<file path="src/ppu_pkg.sv">
`default_nettype none

package ppu_pkg;

  // ##############################
  // posit format
  // ##############################
  localparam int N         = 16;
  localparam int ES        = 1;
  localparam int TE_BITS   = 6;              // signed, regime * 2^ES + exponent
  localparam int MANT_SIZE = 14;             // hidden bit included
  localparam int RES_MANT  = 2 * MANT_SIZE;  // two integer bits + fraction

  typedef logic [N-1:0] posit_t;

  localparam posit_t POSIT_ZERO = '0;
  localparam posit_t POSIT_NAR  = {1'b1, {(N-1){1'b0}}};

  typedef enum logic [1:0] {
    OP_ADD = 2'd0,
    OP_SUB = 2'd1,
    OP_MUL = 2'd2
  } operation_e;

  // ##############################
  // fields-in-register forms
  // ##############################
  typedef struct packed {
    logic                      sign;
    logic signed [TE_BITS-1:0] total_exp;
    logic [MANT_SIZE-1:0]      mant;       // 1.13, hidden bit on top
  } fir_t;

  typedef struct packed {
    logic is_zero;
    logic is_nar;
  } posit_special_t;

  // raw arithmetic result, not yet normalized
  typedef struct packed {
    logic                    sign;
    logic signed [TE_BITS:0] total_exp;
    logic [RES_MANT-1:0]     mant;         // 2.26
    logic                    guard;
    logic                    sticky;
  } ops_result_t;

  // ##############################
  // pipeline bundles
  // ##############################
  typedef struct packed {
    operation_e op;
    posit_t     p1;
    posit_t     p2;
    posit_t     p3;
  } stage0_t;

  typedef struct packed {
    operation_e     op;
    fir_t           fir1;
    fir_t           fir2;
    fir_t           fir3;
    posit_special_t p_special;
  } stage1_t;

  typedef struct packed {
    operation_e     op;
    ops_result_t    ops_result;
    posit_special_t p_special;
  } stage2_t;

endpackage : ppu_pkg

`default_nettype wire

</file>
<file path="src/extraction.sv">
`timescale 1ns/1ns
`default_nettype none

module extraction
  import ppu_pkg::*;
(
  input  stage0_t stage_i,
  output stage1_t stage_o
);

  localparam int RUN_W = $clog2(N);

  logic nar1, nar2;
  logic zero1, zero2;
  logic zero_rule;

  // length of the regime run, first bit included
  function automatic logic [RUN_W-1:0] regime_run(input logic [N-2:0] body);
    logic [RUN_W-1:0] run;
    logic             open;
    run  = RUN_W'(1);
    open = 1'b1;
    for (int i = N - 3; i >= 0; i--) begin
      if (open && (body[i] == body[N-2])) begin
        run = run + RUN_W'(1);
      end else begin
        open = 1'b0;
      end
    end
    return run;
  endfunction

  function automatic fir_t decode(input posit_t p);
    posit_t                    mag;
    logic [N-2:0]              body;
    logic [N-2:0]              rem;
    logic [RUN_W-1:0]          run;
    logic signed [TE_BITS-1:0] k;
    fir_t                      f;
    mag  = p[N-1] ? -p : p;                 // work on the magnitude
    body = mag[N-2:0];
    run  = regime_run(body);
    k    = body[N-2] ? $signed({{(TE_BITS-RUN_W){1'b0}}, run}) - 1
                     : -$signed({{(TE_BITS-RUN_W){1'b0}}, run});
    rem  = (body << run) << 1;              // drop regime and terminator
    f.sign      = p[N-1];
    f.total_exp = (k <<< ES) + $signed({{(TE_BITS-ES){1'b0}}, rem[N-2 -: ES]});
    f.mant      = {1'b1, rem[N-2-ES -: MANT_SIZE-1]};
    if (p == POSIT_ZERO) begin
      // smallest exponent so zero always aligns below the other operand
      f.sign      = 1'b0;
      f.total_exp = {1'b1, {(TE_BITS-1){1'b0}}};
      f.mant      = '0;
    end
    return f;
  endfunction

  assign nar1  = (stage_i.p1 == POSIT_NAR);
  assign nar2  = (stage_i.p2 == POSIT_NAR);
  assign zero1 = (stage_i.p1 == POSIT_ZERO);
  assign zero2 = (stage_i.p2 == POSIT_ZERO);

  assign zero_rule = (stage_i.op == OP_MUL) ? (zero1 | zero2) : (zero1 & zero2);

  always_comb begin
    stage_o.op   = stage_i.op;
    stage_o.fir1 = decode(stage_i.p1);
    stage_o.fir2 = decode(stage_i.p2);
    stage_o.fir3 = decode(stage_i.p3);
    if (stage_i.op == OP_SUB) begin
      stage_o.fir2.sign = ~stage_o.fir2.sign;  // a - b as a + (-b)
    end
    stage_o.p_special.is_nar  = nar1 | nar2;
    stage_o.p_special.is_zero = ~(nar1 | nar2) & zero_rule;
  end

endmodule : extraction

`default_nettype wire

</file>
<file path="src/fir_ops.sv">
`timescale 1ns/1ns
`default_nettype none

module fir_ops
  import ppu_pkg::*;
(
  input  operation_e  op_i,
  input  fir_t        fir1_i,
  input  fir_t        fir2_i,
  input  fir_t        fir3_i,    // carried for a later fused op
  output ops_result_t result_o
);

  localparam int W = RES_MANT + 2;  // integer, fraction, guard, sticky

  localparam logic [TE_BITS:0] SHIFT_MAX = (TE_BITS + 1)'(W);

  // ##############################
  // multiply path
  // ##############################
  logic [RES_MANT-1:0]     mul_mant;
  logic signed [TE_BITS:0] mul_exp;

  assign mul_mant = fir1_i.mant * fir2_i.mant;
  assign mul_exp  = {fir1_i.total_exp[TE_BITS-1], fir1_i.total_exp}
                  + {fir2_i.total_exp[TE_BITS-1], fir2_i.total_exp};

  // ##############################
  // add path
  // ##############################
  logic             first_big;
  fir_t             big;
  fir_t             lesser;
  logic [TE_BITS:0] exp_diff;
  logic [TE_BITS:0] shift_amt;
  logic [W-1:0]     big_al;
  logic [W-1:0]     small_al;
  logic [2*W-1:0]   small_ext;
  logic [W-1:0]     small_sh;
  logic [W-1:0]     sum;

  // larger magnitude first
  assign first_big = ($signed(fir1_i.total_exp) > $signed(fir2_i.total_exp)) ||
                     ((fir1_i.total_exp == fir2_i.total_exp) &&
                      (fir1_i.mant >= fir2_i.mant));

  assign big    = first_big ? fir1_i : fir2_i;
  assign lesser = first_big ? fir2_i : fir1_i;

  assign exp_diff  = {big.total_exp[TE_BITS-1], big.total_exp}
                   - {lesser.total_exp[TE_BITS-1], lesser.total_exp};
  assign shift_amt = (exp_diff > SHIFT_MAX) ? SHIFT_MAX : exp_diff;

  assign big_al   = {1'b0, big.mant, {(W-1-MANT_SIZE){1'b0}}};
  assign small_al = {1'b0, lesser.mant, {(W-1-MANT_SIZE){1'b0}}};

  assign small_ext = {small_al, {W{1'b0}}} >> shift_amt;
  // everything shifted out folds into the sticky position
  assign small_sh  = {small_ext[2*W-1:W+1], small_ext[W] | (|small_ext[W-1:0])};

  assign sum = (big.sign == lesser.sign) ? big_al + small_sh
                                         : big_al - small_sh;

  always_comb begin
    if (op_i == OP_MUL) begin
      result_o.sign      = fir1_i.sign ^ fir2_i.sign;
      result_o.total_exp = mul_exp;
      result_o.mant      = mul_mant;
      result_o.guard     = 1'b0;   // product is exact
      result_o.sticky    = 1'b0;
    end else begin
      // exact cancellation gives a zero mantissa, sign forced positive
      result_o.sign      = (sum == '0) ? 1'b0 : big.sign;
      result_o.total_exp = {big.total_exp[TE_BITS-1], big.total_exp};
      {result_o.mant, result_o.guard, result_o.sticky} = sum;
    end
  end

endmodule : fir_ops

`default_nettype wire

</file>
<file path="src/normalization.sv">
`timescale 1ns/1ns
`default_nettype none

module normalization
  import ppu_pkg::*;
(
  input  stage2_t stage_i,
  output posit_t  posit_o
);

  localparam int W       = RES_MANT + 2;
  localparam int LEAD_W  = $clog2(W);
  localparam int ADJ_W   = TE_BITS + 3;
  localparam int K_W     = TE_BITS - ES;
  localparam int BUILD_W = 2 + ES + (W - 1) + N;  // regime seed, exp, fraction, pad

  localparam logic signed [ADJ_W-1:0] HIDDEN_POS = ADJ_W'(W - 2);
  localparam logic signed [ADJ_W-1:0] TE_MAX     = ADJ_W'((N - 2) << ES);
  localparam logic signed [ADJ_W-1:0] TE_MIN     = -TE_MAX;

  logic [W-1:0]              raw;
  logic [LEAD_W-1:0]         lead;
  logic [W-1:0]              norm;
  logic signed [ADJ_W-1:0]   te_adj;
  logic signed [TE_BITS-1:0] te_clip;
  logic [W-2:0]              frac;
  logic signed [K_W-1:0]     k;
  logic [ES-1:0]             e;
  logic [BUILD_W-1:0]        build;
  logic [N-2:0]              mag_trunc;
  logic                      guard;
  logic                      sticky;
  logic [N-2:0]              mag_rnd;
  posit_t                    posit_abs;
  posit_t                    rounded;

  assign raw = {stage_i.ops_result.mant, stage_i.ops_result.guard,
                stage_i.ops_result.sticky};

  // ##############################
  // leading one and exponent
  // ##############################
  always_comb begin
    lead = '0;
    for (int i = 0; i < W; i++) begin
      if (raw[i]) lead = LEAD_W'(i);
    end
  end

  assign norm   = raw << (W - 1 - lead);   // leading one to the top
  assign te_adj = $signed({{2{stage_i.ops_result.total_exp[TE_BITS]}},
                           stage_i.ops_result.total_exp})
                + $signed({{(ADJ_W-LEAD_W){1'b0}}, lead}) - HIDDEN_POS;

  // saturate to maxpos / minpos
  always_comb begin
    if (te_adj > TE_MAX) begin
      te_clip = TE_MAX[TE_BITS-1:0];
      frac    = '0;
    end else if (te_adj < TE_MIN) begin
      te_clip = TE_MIN[TE_BITS-1:0];
      frac    = '0;
    end else begin
      te_clip = te_adj[TE_BITS-1:0];
      frac    = norm[W-2:0];
    end
  end

  assign k = te_clip[TE_BITS-1:ES];
  assign e = te_clip[ES-1:0];

  // ##############################
  // regime build and rounding
  // ##############################
  always_comb begin
    if (!k[K_W-1]) begin
      build = $signed({2'b10, e, frac, {N{1'b0}}}) >>> k;  // k+1 ones, then 0
    end else begin
      build = {2'b01, e, frac, {N{1'b0}}} >> (~k);         // -k zeros, then 1
    end
  end

  assign mag_trunc = build[BUILD_W-1 -: N-1];
  assign guard     = build[BUILD_W-N];
  assign sticky    = |build[BUILD_W-N-1:0];

  // nearest even
  assign mag_rnd   = mag_trunc + {{(N-2){1'b0}}, guard & (sticky | mag_trunc[0])};
  assign posit_abs = {1'b0, mag_rnd};
  assign rounded   = stage_i.ops_result.sign ? -posit_abs : posit_abs;

  always_comb begin
    if (stage_i.p_special.is_nar) begin
      posit_o = POSIT_NAR;
    end else if (stage_i.p_special.is_zero || (raw == '0)) begin
      posit_o = POSIT_ZERO;
    end else begin
      posit_o = rounded;
    end
  end

endmodule : normalization

`default_nettype wire

</file>
<file path="src/pipeline.sv">
`timescale 1ns/1ns
`default_nettype none

module pipeline #(
  parameter int PIPELINE_DEPTH = 1,
  parameter int DATA_WIDTH     = 8
) (
  input  logic                  clk_i,
  input  logic                  rst_n_i,
  input  logic                  stall_i,
  input  logic [DATA_WIDTH-1:0] data_i,
  output logic [DATA_WIDTH-1:0] data_o
);

  if (PIPELINE_DEPTH == 0) begin : g_wire
    assign data_o = data_i;  // no stage, straight through
  end else begin : g_regs
    logic [DATA_WIDTH-1:0] regs_q [PIPELINE_DEPTH];

    always_ff @(posedge clk_i or negedge rst_n_i) begin
      if (!rst_n_i) begin
        for (int i = 0; i < PIPELINE_DEPTH; i++) begin
          regs_q[i] <= '0;
        end
      end else if (!stall_i) begin
        regs_q[0] <= data_i;
        // shift the rest of the chain
        for (int i = 1; i < PIPELINE_DEPTH; i++) begin
          regs_q[i] <= regs_q[i-1];
        end
      end
    end

    assign data_o = regs_q[PIPELINE_DEPTH-1];
  end

endmodule : pipeline

`default_nettype wire

</file>
<file path="src/ppu_core_ops.sv">
`timescale 1ns/1ns
`default_nettype none

module ppu_core_ops
  import ppu_pkg::*;
#(
  parameter int PIPELINE_DEPTH = 1   // registers per stage
) (
  input  logic       clk_i,
  input  logic       rst_n_i,
  input  logic       stall_i,        // holds every stage
  input  operation_e op_i,
  input  posit_t     p1_i,
  input  posit_t     p2_i,
  input  posit_t     p3_i,
  output operation_e op_o,
  output posit_t     pout_o
);

  stage0_t     st0_d, st0_q;
  stage1_t     st1_d, st1_q;
  stage2_t     st2_d, st2_q;
  ops_result_t ops_result;

  // ##############################
  // stage 0: operands in
  // ##############################
  assign st0_d = '{op: op_i, p1: p1_i, p2: p2_i, p3: p3_i};

  pipeline #(
    .PIPELINE_DEPTH (PIPELINE_DEPTH),
    .DATA_WIDTH     ($bits(stage0_t))
  ) pipeline_st0 (
    .clk_i   (clk_i),
    .rst_n_i (rst_n_i),
    .stall_i (stall_i),
    .data_i  (st0_d),
    .data_o  (st0_q)
  );

  extraction extraction_inst (
    .stage_i (st0_q),
    .stage_o (st1_d)
  );

  // ##############################
  // stage 1: FIR arithmetic
  // ##############################
  pipeline #(
    .PIPELINE_DEPTH (PIPELINE_DEPTH),
    .DATA_WIDTH     ($bits(stage1_t))
  ) pipeline_st1 (
    .clk_i   (clk_i),
    .rst_n_i (rst_n_i),
    .stall_i (stall_i),
    .data_i  (st1_d),
    .data_o  (st1_q)
  );

  fir_ops fir_ops_inst (
    .op_i     (st1_q.op),
    .fir1_i   (st1_q.fir1),
    .fir2_i   (st1_q.fir2),
    .fir3_i   (st1_q.fir3),
    .result_o (ops_result)
  );

  assign st2_d = '{op: st1_q.op, ops_result: ops_result, p_special: st1_q.p_special};

  // ##############################
  // stage 2: round and pack
  // ##############################
  pipeline #(
    .PIPELINE_DEPTH (PIPELINE_DEPTH),
    .DATA_WIDTH     ($bits(stage2_t))
  ) pipeline_st2 (
    .clk_i   (clk_i),
    .rst_n_i (rst_n_i),
    .stall_i (stall_i),
    .data_i  (st2_d),
    .data_o  (st2_q)
  );

  normalization normalization_inst (
    .stage_i (st2_q),
    .posit_o (pout_o)
  );

  assign op_o = st2_q.op;  // opcode leaves with its result

endmodule : ppu_core_ops

`default_nettype wire

</file>
<file path="config.mk">
export PLATFORM = sky130hd
export DESIGN_NAME = ppu_core_ops
export DESIGN_NICKNAME = d
export VERILOG_FILES = /design/src/ppu_pkg.sv /design/src/extraction.sv /design/src/fir_ops.sv /design/src/normalization.sv /design/src/pipeline.sv /design/src/ppu_core_ops.sv
export SDC_FILE = /design/constraint.sdc
export NUM_CORES = 1
export LEC_CHECK = 0
export BUFFER_PORTS_ARGS = -buffer_cell sky130_fd_sc_hd__buf_4
export CORE_ASPECT_RATIO = 1.5
export CORE_MARGIN = 3
export CORE_UTILIZATION = 24
export DETAILED_ROUTE_END_ITERATION = 10
export MAX_ROUTING_LAYER = met4
export PLACE_DENSITY = 0.46
export RECOVER_POWER = 25
export SLEW_MARGIN = 30
export SYNTH_ARGS = -nofsm -noshare
export SYNTH_HDL_FRONTEND = slang
export SYNTH_SLANG_ARGS = --single-unit
</file>
<file path="constraint.sdc">
create_clock -name clk_i -period 11.73 [get_ports clk_i]
set_clock_uncertainty 0.2 [all_clocks]
set_input_delay 1.173 -clock clk_i [delete_from_list [all_inputs] [get_ports clk_i]]
set_output_delay 1.173 -clock clk_i [all_outputs]
set_load 0.03 [all_outputs]
</file>
---- Yosys cells after proc, flatten, opt, wreduce, memory -nomap -nowiden ----
Index checks and enable logic that the tools add are counted.
cells by class
  divide/modulo/power cells ............... 0
  shifts and indexed selects .............. 7
  equality and inequality tests ........... 49
  bitwise gates (word level) .............. 11
  mux-type cells .......................... 135
  multipliers ............................. 1
  $add $sub $neg .......................... 60
  reduce and logical (&&, ||, !) cells .... 49
  $lt $le $gt $ge ......................... 5
operators with widths
  operator                                                       number
  4-bit two-way mux                                              47
  4-bit by 1-bit adder with 4-bit output, second input constant  37
  21-bit two-way mux                                             5
  5-bit two-way mux                                              17
  30-bit logical NOT                                             2
  59-bit by 7-bit >> shifter with 60-bit output                  1
  29-bit two-way mux                                             2
  16-bit logical NOT                                             3
  16-bit two-way mux                                             3
  48-bit two-way mux                                             1
  47-bit by 5-bit >> shifter with 48-bit output                  1
  48-bit by 5-bit >>> shifter with 48-bit output                 1
  15-bit two-way mux                                             3
  15-bit negator                                                 3
  15-bit by 4-bit << shifter with 14-bit output                  3
  1-bit == test                                                  43
  1-bit two-way mux                                              43
  1-bit logical AND                                              40
  38-bit two-way mux                                             1
  16-bit == test, second input constant                          2
  32-bit OR reduction                                            1
  30-bit by 32-bit << shifter with 29-bit output                 1
  29-bit by 30-bit adder with 30-bit output                      1
  30-bit two-way mux                                             1
  other kinds (32)                                               55
storage, ports and cells
  RAM bits ................................ 0
  bits in read-only memories .............. 0
  output and inout port bits .............. 18
  memories ................................ 0
  word-level logic and storage cells ...... 320
  bits in registers ....................... 159
  bits in latches ......................... 0
  bits of input ports ..................... 53

---- Logic depth before layout (Yosys ltp) ----
  depth after elaboration ................. 45
  gate-level depth with buffers ........... 49
  mapped depth without buffers ............ 44

---- Hierarchy ----
Synthesis repeated with hierarchy kept, for this count alone.
unflattened totals
  cell total of the unflattened synthesis .. 4004
  area total of the unflattened synthesis .. 32000.7 sq um
modules (own cells, without submodules)
  module                    seq. area each (sq um)  area each (sq um)  cells each  instances
  fir_ops                   0.0                     11544.8            1516        1
  normalization             0.0                     7069.3             1143        1
  extraction                0.0                     6907.9             1009        1
  pipeline at pipeline_st1  1676.6                  2600.0             141         1
  pipeline at pipeline_st0  1251.2                  2113.3             106         1
  pipeline at pipeline_st2  1051.0                  1765.4             89          1

---- Worst setup path after synthesis ----
Ideal clock, no wire load.
  path type ............................... reg2out
  start point ............................. register pipeline_st2.g_regs.regs_q, in the netlist pipeline_st2.data_o[19]
  end point ............................... output pout_o[15]
  buffers on the path ..................... 6
  arrival time ............................ 8644 ps
  path slack .............................. 1713 ps
  required time ........................... 10357 ps
  cell stages (with the launch flop) ...... 38
  cell sequence ........................... dfrtp_1 > clkbuf_1 > nor4_1 > o221ai_1 > nor2_1 > a2111oi_2 > a21oi_1 > inv_2 > ha_1 > fa_1 > xor2_1 > clkbuf_1 > ha_1 > a41oi_1 > a31oi_1 > or3_1 > o211a_1 > or3_1 > [... 2 more ...] > nor3_1 > a211oi_1 > a211oi_1 > nor3_1 > nor3_1 > nor2b_1 > ha_1 > o31a_1 > and3_1 > clkbuf_1 > and4b_1 > clkbuf_1 > or3b_1 > clkbuf_1 > nor3_1 > xnor2_1 > nor4_1 > o31ai_1
on the way
  cells in the longest elaborated chain, start to end .. 29
  elaborated cells between the ends (all ways) .. 37
  those cells by class .................... add/sub (5); order compare (2); shift (3); mux (21); bitwise (3); reduce/logical (3)
ends and longest elaborated chain
  element                                        line                 RTL
  start, declared                                pipeline.sv:18       logic [DATA_WIDTH-1:0] regs_q [PIPELINE_DEPTH];
  start signal, assigned by index                pipeline.sv:29       regs_q[i] <= regs_q[i-1];
  5-bit two-way mux (13 in a row)                normalization.sv:46  if (raw[i]) lead = LEAD_W'(i);
  7-bit by 6-bit adder with 8-bit output         normalization.sv:53  + $signed({{(ADJ_W-LEAD_W){1'b0}}, lead}) - HIDDEN_POS;
  9-bit by 6-bit subtractor with 9-bit output    normalization.sv:53
  9-bit by 6-bit < comparator with 1-bit output  normalization.sv:60  end else if (te_adj < TE_MIN) begin
  6-bit two-way mux                              normalization.sv:60
  6-bit two-way mux                              normalization.sv:57  if (te_adj > TE_MAX) begin
  5-bit NOT                                      normalization.sv:79  build = {2'b01, e, frac, {N{1'b0}}} >> (~k);
  47-bit by 5-bit >> shifter with 48-bit output  normalization.sv:79
  48-bit two-way mux                             normalization.sv:76  if (!k[K_W-1]) begin
  32-bit OR reduction                            normalization.sv:85  assign sticky = |build[BUILD_W-N-1:0];
  1-bit bitwise OR                               normalization.sv:88  assign mag_rnd = mag_trunc + {{(N-2){1'b0}}, guard & (sticky | mag_trunc[0])};
  1-bit AND                                      normalization.sv:88
  15-bit by 1-bit adder with 15-bit output       normalization.sv:88
  15-bit negator with 16-bit output              normalization.sv:90  assign rounded = stage_i.ops_result.sign ? -posit_abs : posit_abs;
  16-bit two-way mux                             normalization.sv:90
  16-bit two-way mux *                           normalization.sv:95  end else if (stage_i.p_special.is_zero || (raw == '0)) begin
  16-bit two-way mux *                           normalization.sv:93  if (stage_i.p_special.is_nar) begin
  end, declared                                  ppu_core_ops.sv:17   output posit_t pout_o
Mark *: on every way between the ends. The rest lies on a longest branch, timed or not.

---- Worst setup path in the final report ----
  start point ............................. register pipeline_st2.g_regs.regs_q, in the netlist pipeline_st2.data_o[19]
  end point ............................... output pout_o[14]
The elaborated chain is that of the path after synthesis.

==> out/results.ini <==
[sta]
setup_viol = 0
slew_violations = 92
fin_hold_ws_ns = 0.2761
fmax_mhz = 91.63
layout_min_cycle_time_ns = 10.91
rsz0062_at_grt = no
hold_viol_final = 0
fin_tns_setup_ns = 0
slew_headroom_pct = -147.8
finalCritPeriodShare_pct = 93.04
worst_pin_slew_ns = 3.717

[worst_setup_path]
critical_path_class = flop to primary output
worst-endpoint-required_ns = 10.36
slowest_stage = o31ai_4
r2r-start = pipeline_st1.data_o[35]
cp_common_cell = buf_4
r2r-end = pipeline_st2.data_o[39]
cp-endpoint = pout_o[14]
cp_max_fo = 15
worst_setup_path_start_kind = flop
cpPeakStageDelay_ns = 0.62
r2r_cells = 35
critPathLaunch = pipeline_st2.data_o[19]
reg2reg_slack_ns = 1.23
worstPathArrival_ns = 9.54
end_kind = primary output

[job]
max-cap-violations = 2

[grt]
grt_remaining_overflow = 0
grt_pass1_wl_mm = 153.0
top_usage_layer = met2
antenna_found_initial = 2
grt_use_total_pct = 18.28
grt.met1_usage_pct = 18.61
grt_pass1_vias = 25655
use_met2_pct = 34.30
grt_max_degree = 111
use_met3_pct = 1.465

[yosys]
ys_types = 109
seq_area_frac_synth_pct = 12.03
ys_warn_count = 0
synth_area_leaders = dfrtp_1 (12%), fa_1 (11%), ha_1 (9.6%)
synthCells = 3321
async_flop_share_pct = 100.0
synth_fp_nets = 3712
synth_edf_count = 0
syn_area_per_cell_um2 = 7.642
synth-seq-cells = 122
synthFlopType = dfrtp_1
synth_top_cell_area_share_pct = 12.03
yosysTopAreaCell = dfrtp_1
synth_area_mm2 = 0.02538
synth_most_common_cell = nand2_1
synthTopCellsByCount = nand2_1 (414), inv_1 (269), nor2_1 (257)

[place]
place_hpwl_mm = 79.88
port-buffer-count = 54
gp_congestion = 0.9632

[detailed_routing]
drc = 0
drt_pass1_iterations = 6
vias = 24932
viasPerCell = 5.287
drt-total-wl_mm = 99.23
routedWlPerCell_um = 21.04
ant_nets = 0
drt_iter0_drc = 1561

[cts]
clock_latency_ns = 0.44
cts.sinks = 122
clkTransAtPathRegs_ns = 0.06
cts-buffers-inserted = 17
clk_path_buf_depth = 2
cts_tree = yes
htreeDepth = 4
clockRootBuffer = clkbuf_16

[die]
die_w_um = 271.5
start_util_pct = 24.29
row_count = 145
core_mm2 = 0.1045
dieArea_mm2 = 0.1098
ios = 71
die_height_um = 404.3

[cells_and_area]
fillCellCount = 11698
areaGrowthSynthToFinish_pct = 11.65
drive_gt1_share_pct = 10.45
n_antenna_cell = 0
finalNetCount = 3701

[min_path]
min_path_type = flop to flop

[run_status]
status = finished with violations
violations = max-capacitance violations, max-slew violations

==> state kept, by name (all words and copies together) (netlist names) <==
name	flops
pipeline_st0.data_o	34
pipeline_st1.data_o	46
pipeline_st2.data_o	42
==> area by class of cell <==
| cell class | count | area, µm² | share of cell area, % |
|---|---|---|---|
| inverter | 277 | 1040 | 3.669 |
| timing repair buffer | 165 | 1244 | 4.389 |
| clock buffer | 21 | 460.4 | 1.625 |
| clock inverter | 8 | 97.59 | 0.3444 |
| tap | 1396 | 1747 | 6.164 |
| multi-input combinational | 2727 | 20700 | 73.04 |
| sequential | 122 | 3053 | 10.77 |
==> cell usage in the layout (no fill, tap or decap), types with 122 or more instances in the layout <==
cell	Yosys	final
ha_1	194	194
fa_1	144	144
inv_1	269	269
o21ai_0	169	168
mux2i_1	129	128
buf_4	4	162
a21oi_1	206	201
nor2_1	257	255
dfrtp_1	122	122
nand2_1	414	414
==> cell families (layout without fill, tap and decap cells) <==
group	count (synthesis)	in the layout	share of synthesized area [%]
compound gates	943	943	25.74
xor+xnor	159	159	5.487
fa+ha+maj	339	339	20.96
buf+inv	472	471	7.227
flops	122	122	12.03
mux	200	200	8.504
simple gates	1086	1086	20.05
==> critical path, delay by kind of cell, from the launching register on <==
kind	cells	cell delay, ns
flip-flops	1	0.49
AND/OR/NAND/NOR	8	1.48
XOR/XNOR	2	0.39
adder cells (fa/ha/maj)	3	0.85
buffers and inverters	5	0.94
AO/OA/AOI/OAI	15	4.67
multiplexers	1	0.26
==> routing by layer <==
layer	vias up	wire, µm	share of wire (%)
li1	11852	-	-
met2	653	52910	53
met5	-	0	0
met3	286	2965	3.0
met1	12141	36580	37
met4	0	6768	6.8
==> through the flow <==
stage          worst slack [ns]  area [µm²]  std cells  utilization [%]
4_1_cts                  0.1322       28270       4714            27.05
5_1_grt                  0.1116       28340       4716            27.12
3_3_place_gp             0.6769       27700       4685            26.51
6_report                 0.8168       28340       4716            27.12
2_1_floorplan             1.713       25380       3321                -
3_5_place_dp             0.5915       27710       4685            26.51
==> worst min path at each step <==
stage	start	to	slack, ns	cells after the start
finish	pipeline_st1.data_o[1]	pipeline_st1.data_o[1]	0.28	1
global route	pipeline_st1.data_o[1]	pipeline_st1.data_o[1]	0.31	1
CTS	pipeline_st1.data_o[1]	pipeline_st1.data_o[1]	0.28	1
detailed placement	pipeline_st1.data_o[1]	pipeline_st1.data_o[1]	0.27	1
global placement	pipeline_st1.data_o[1]	pipeline_st1.data_o[1]	0.26	1
floorplan	pipeline_st1.data_o[0]	pipeline_st1.data_o[0]	0.25	2
==> what timing repair did <==
action,in CTS,in global routing
endpoints found under the setup margin,0,12
setup buffers,0,2
hold buffers,0,0
gates resized for setup,0,6
Power is not shown: default switching activity piles up to over one toggle a cycle in this logic, so the estimate is an artifact.
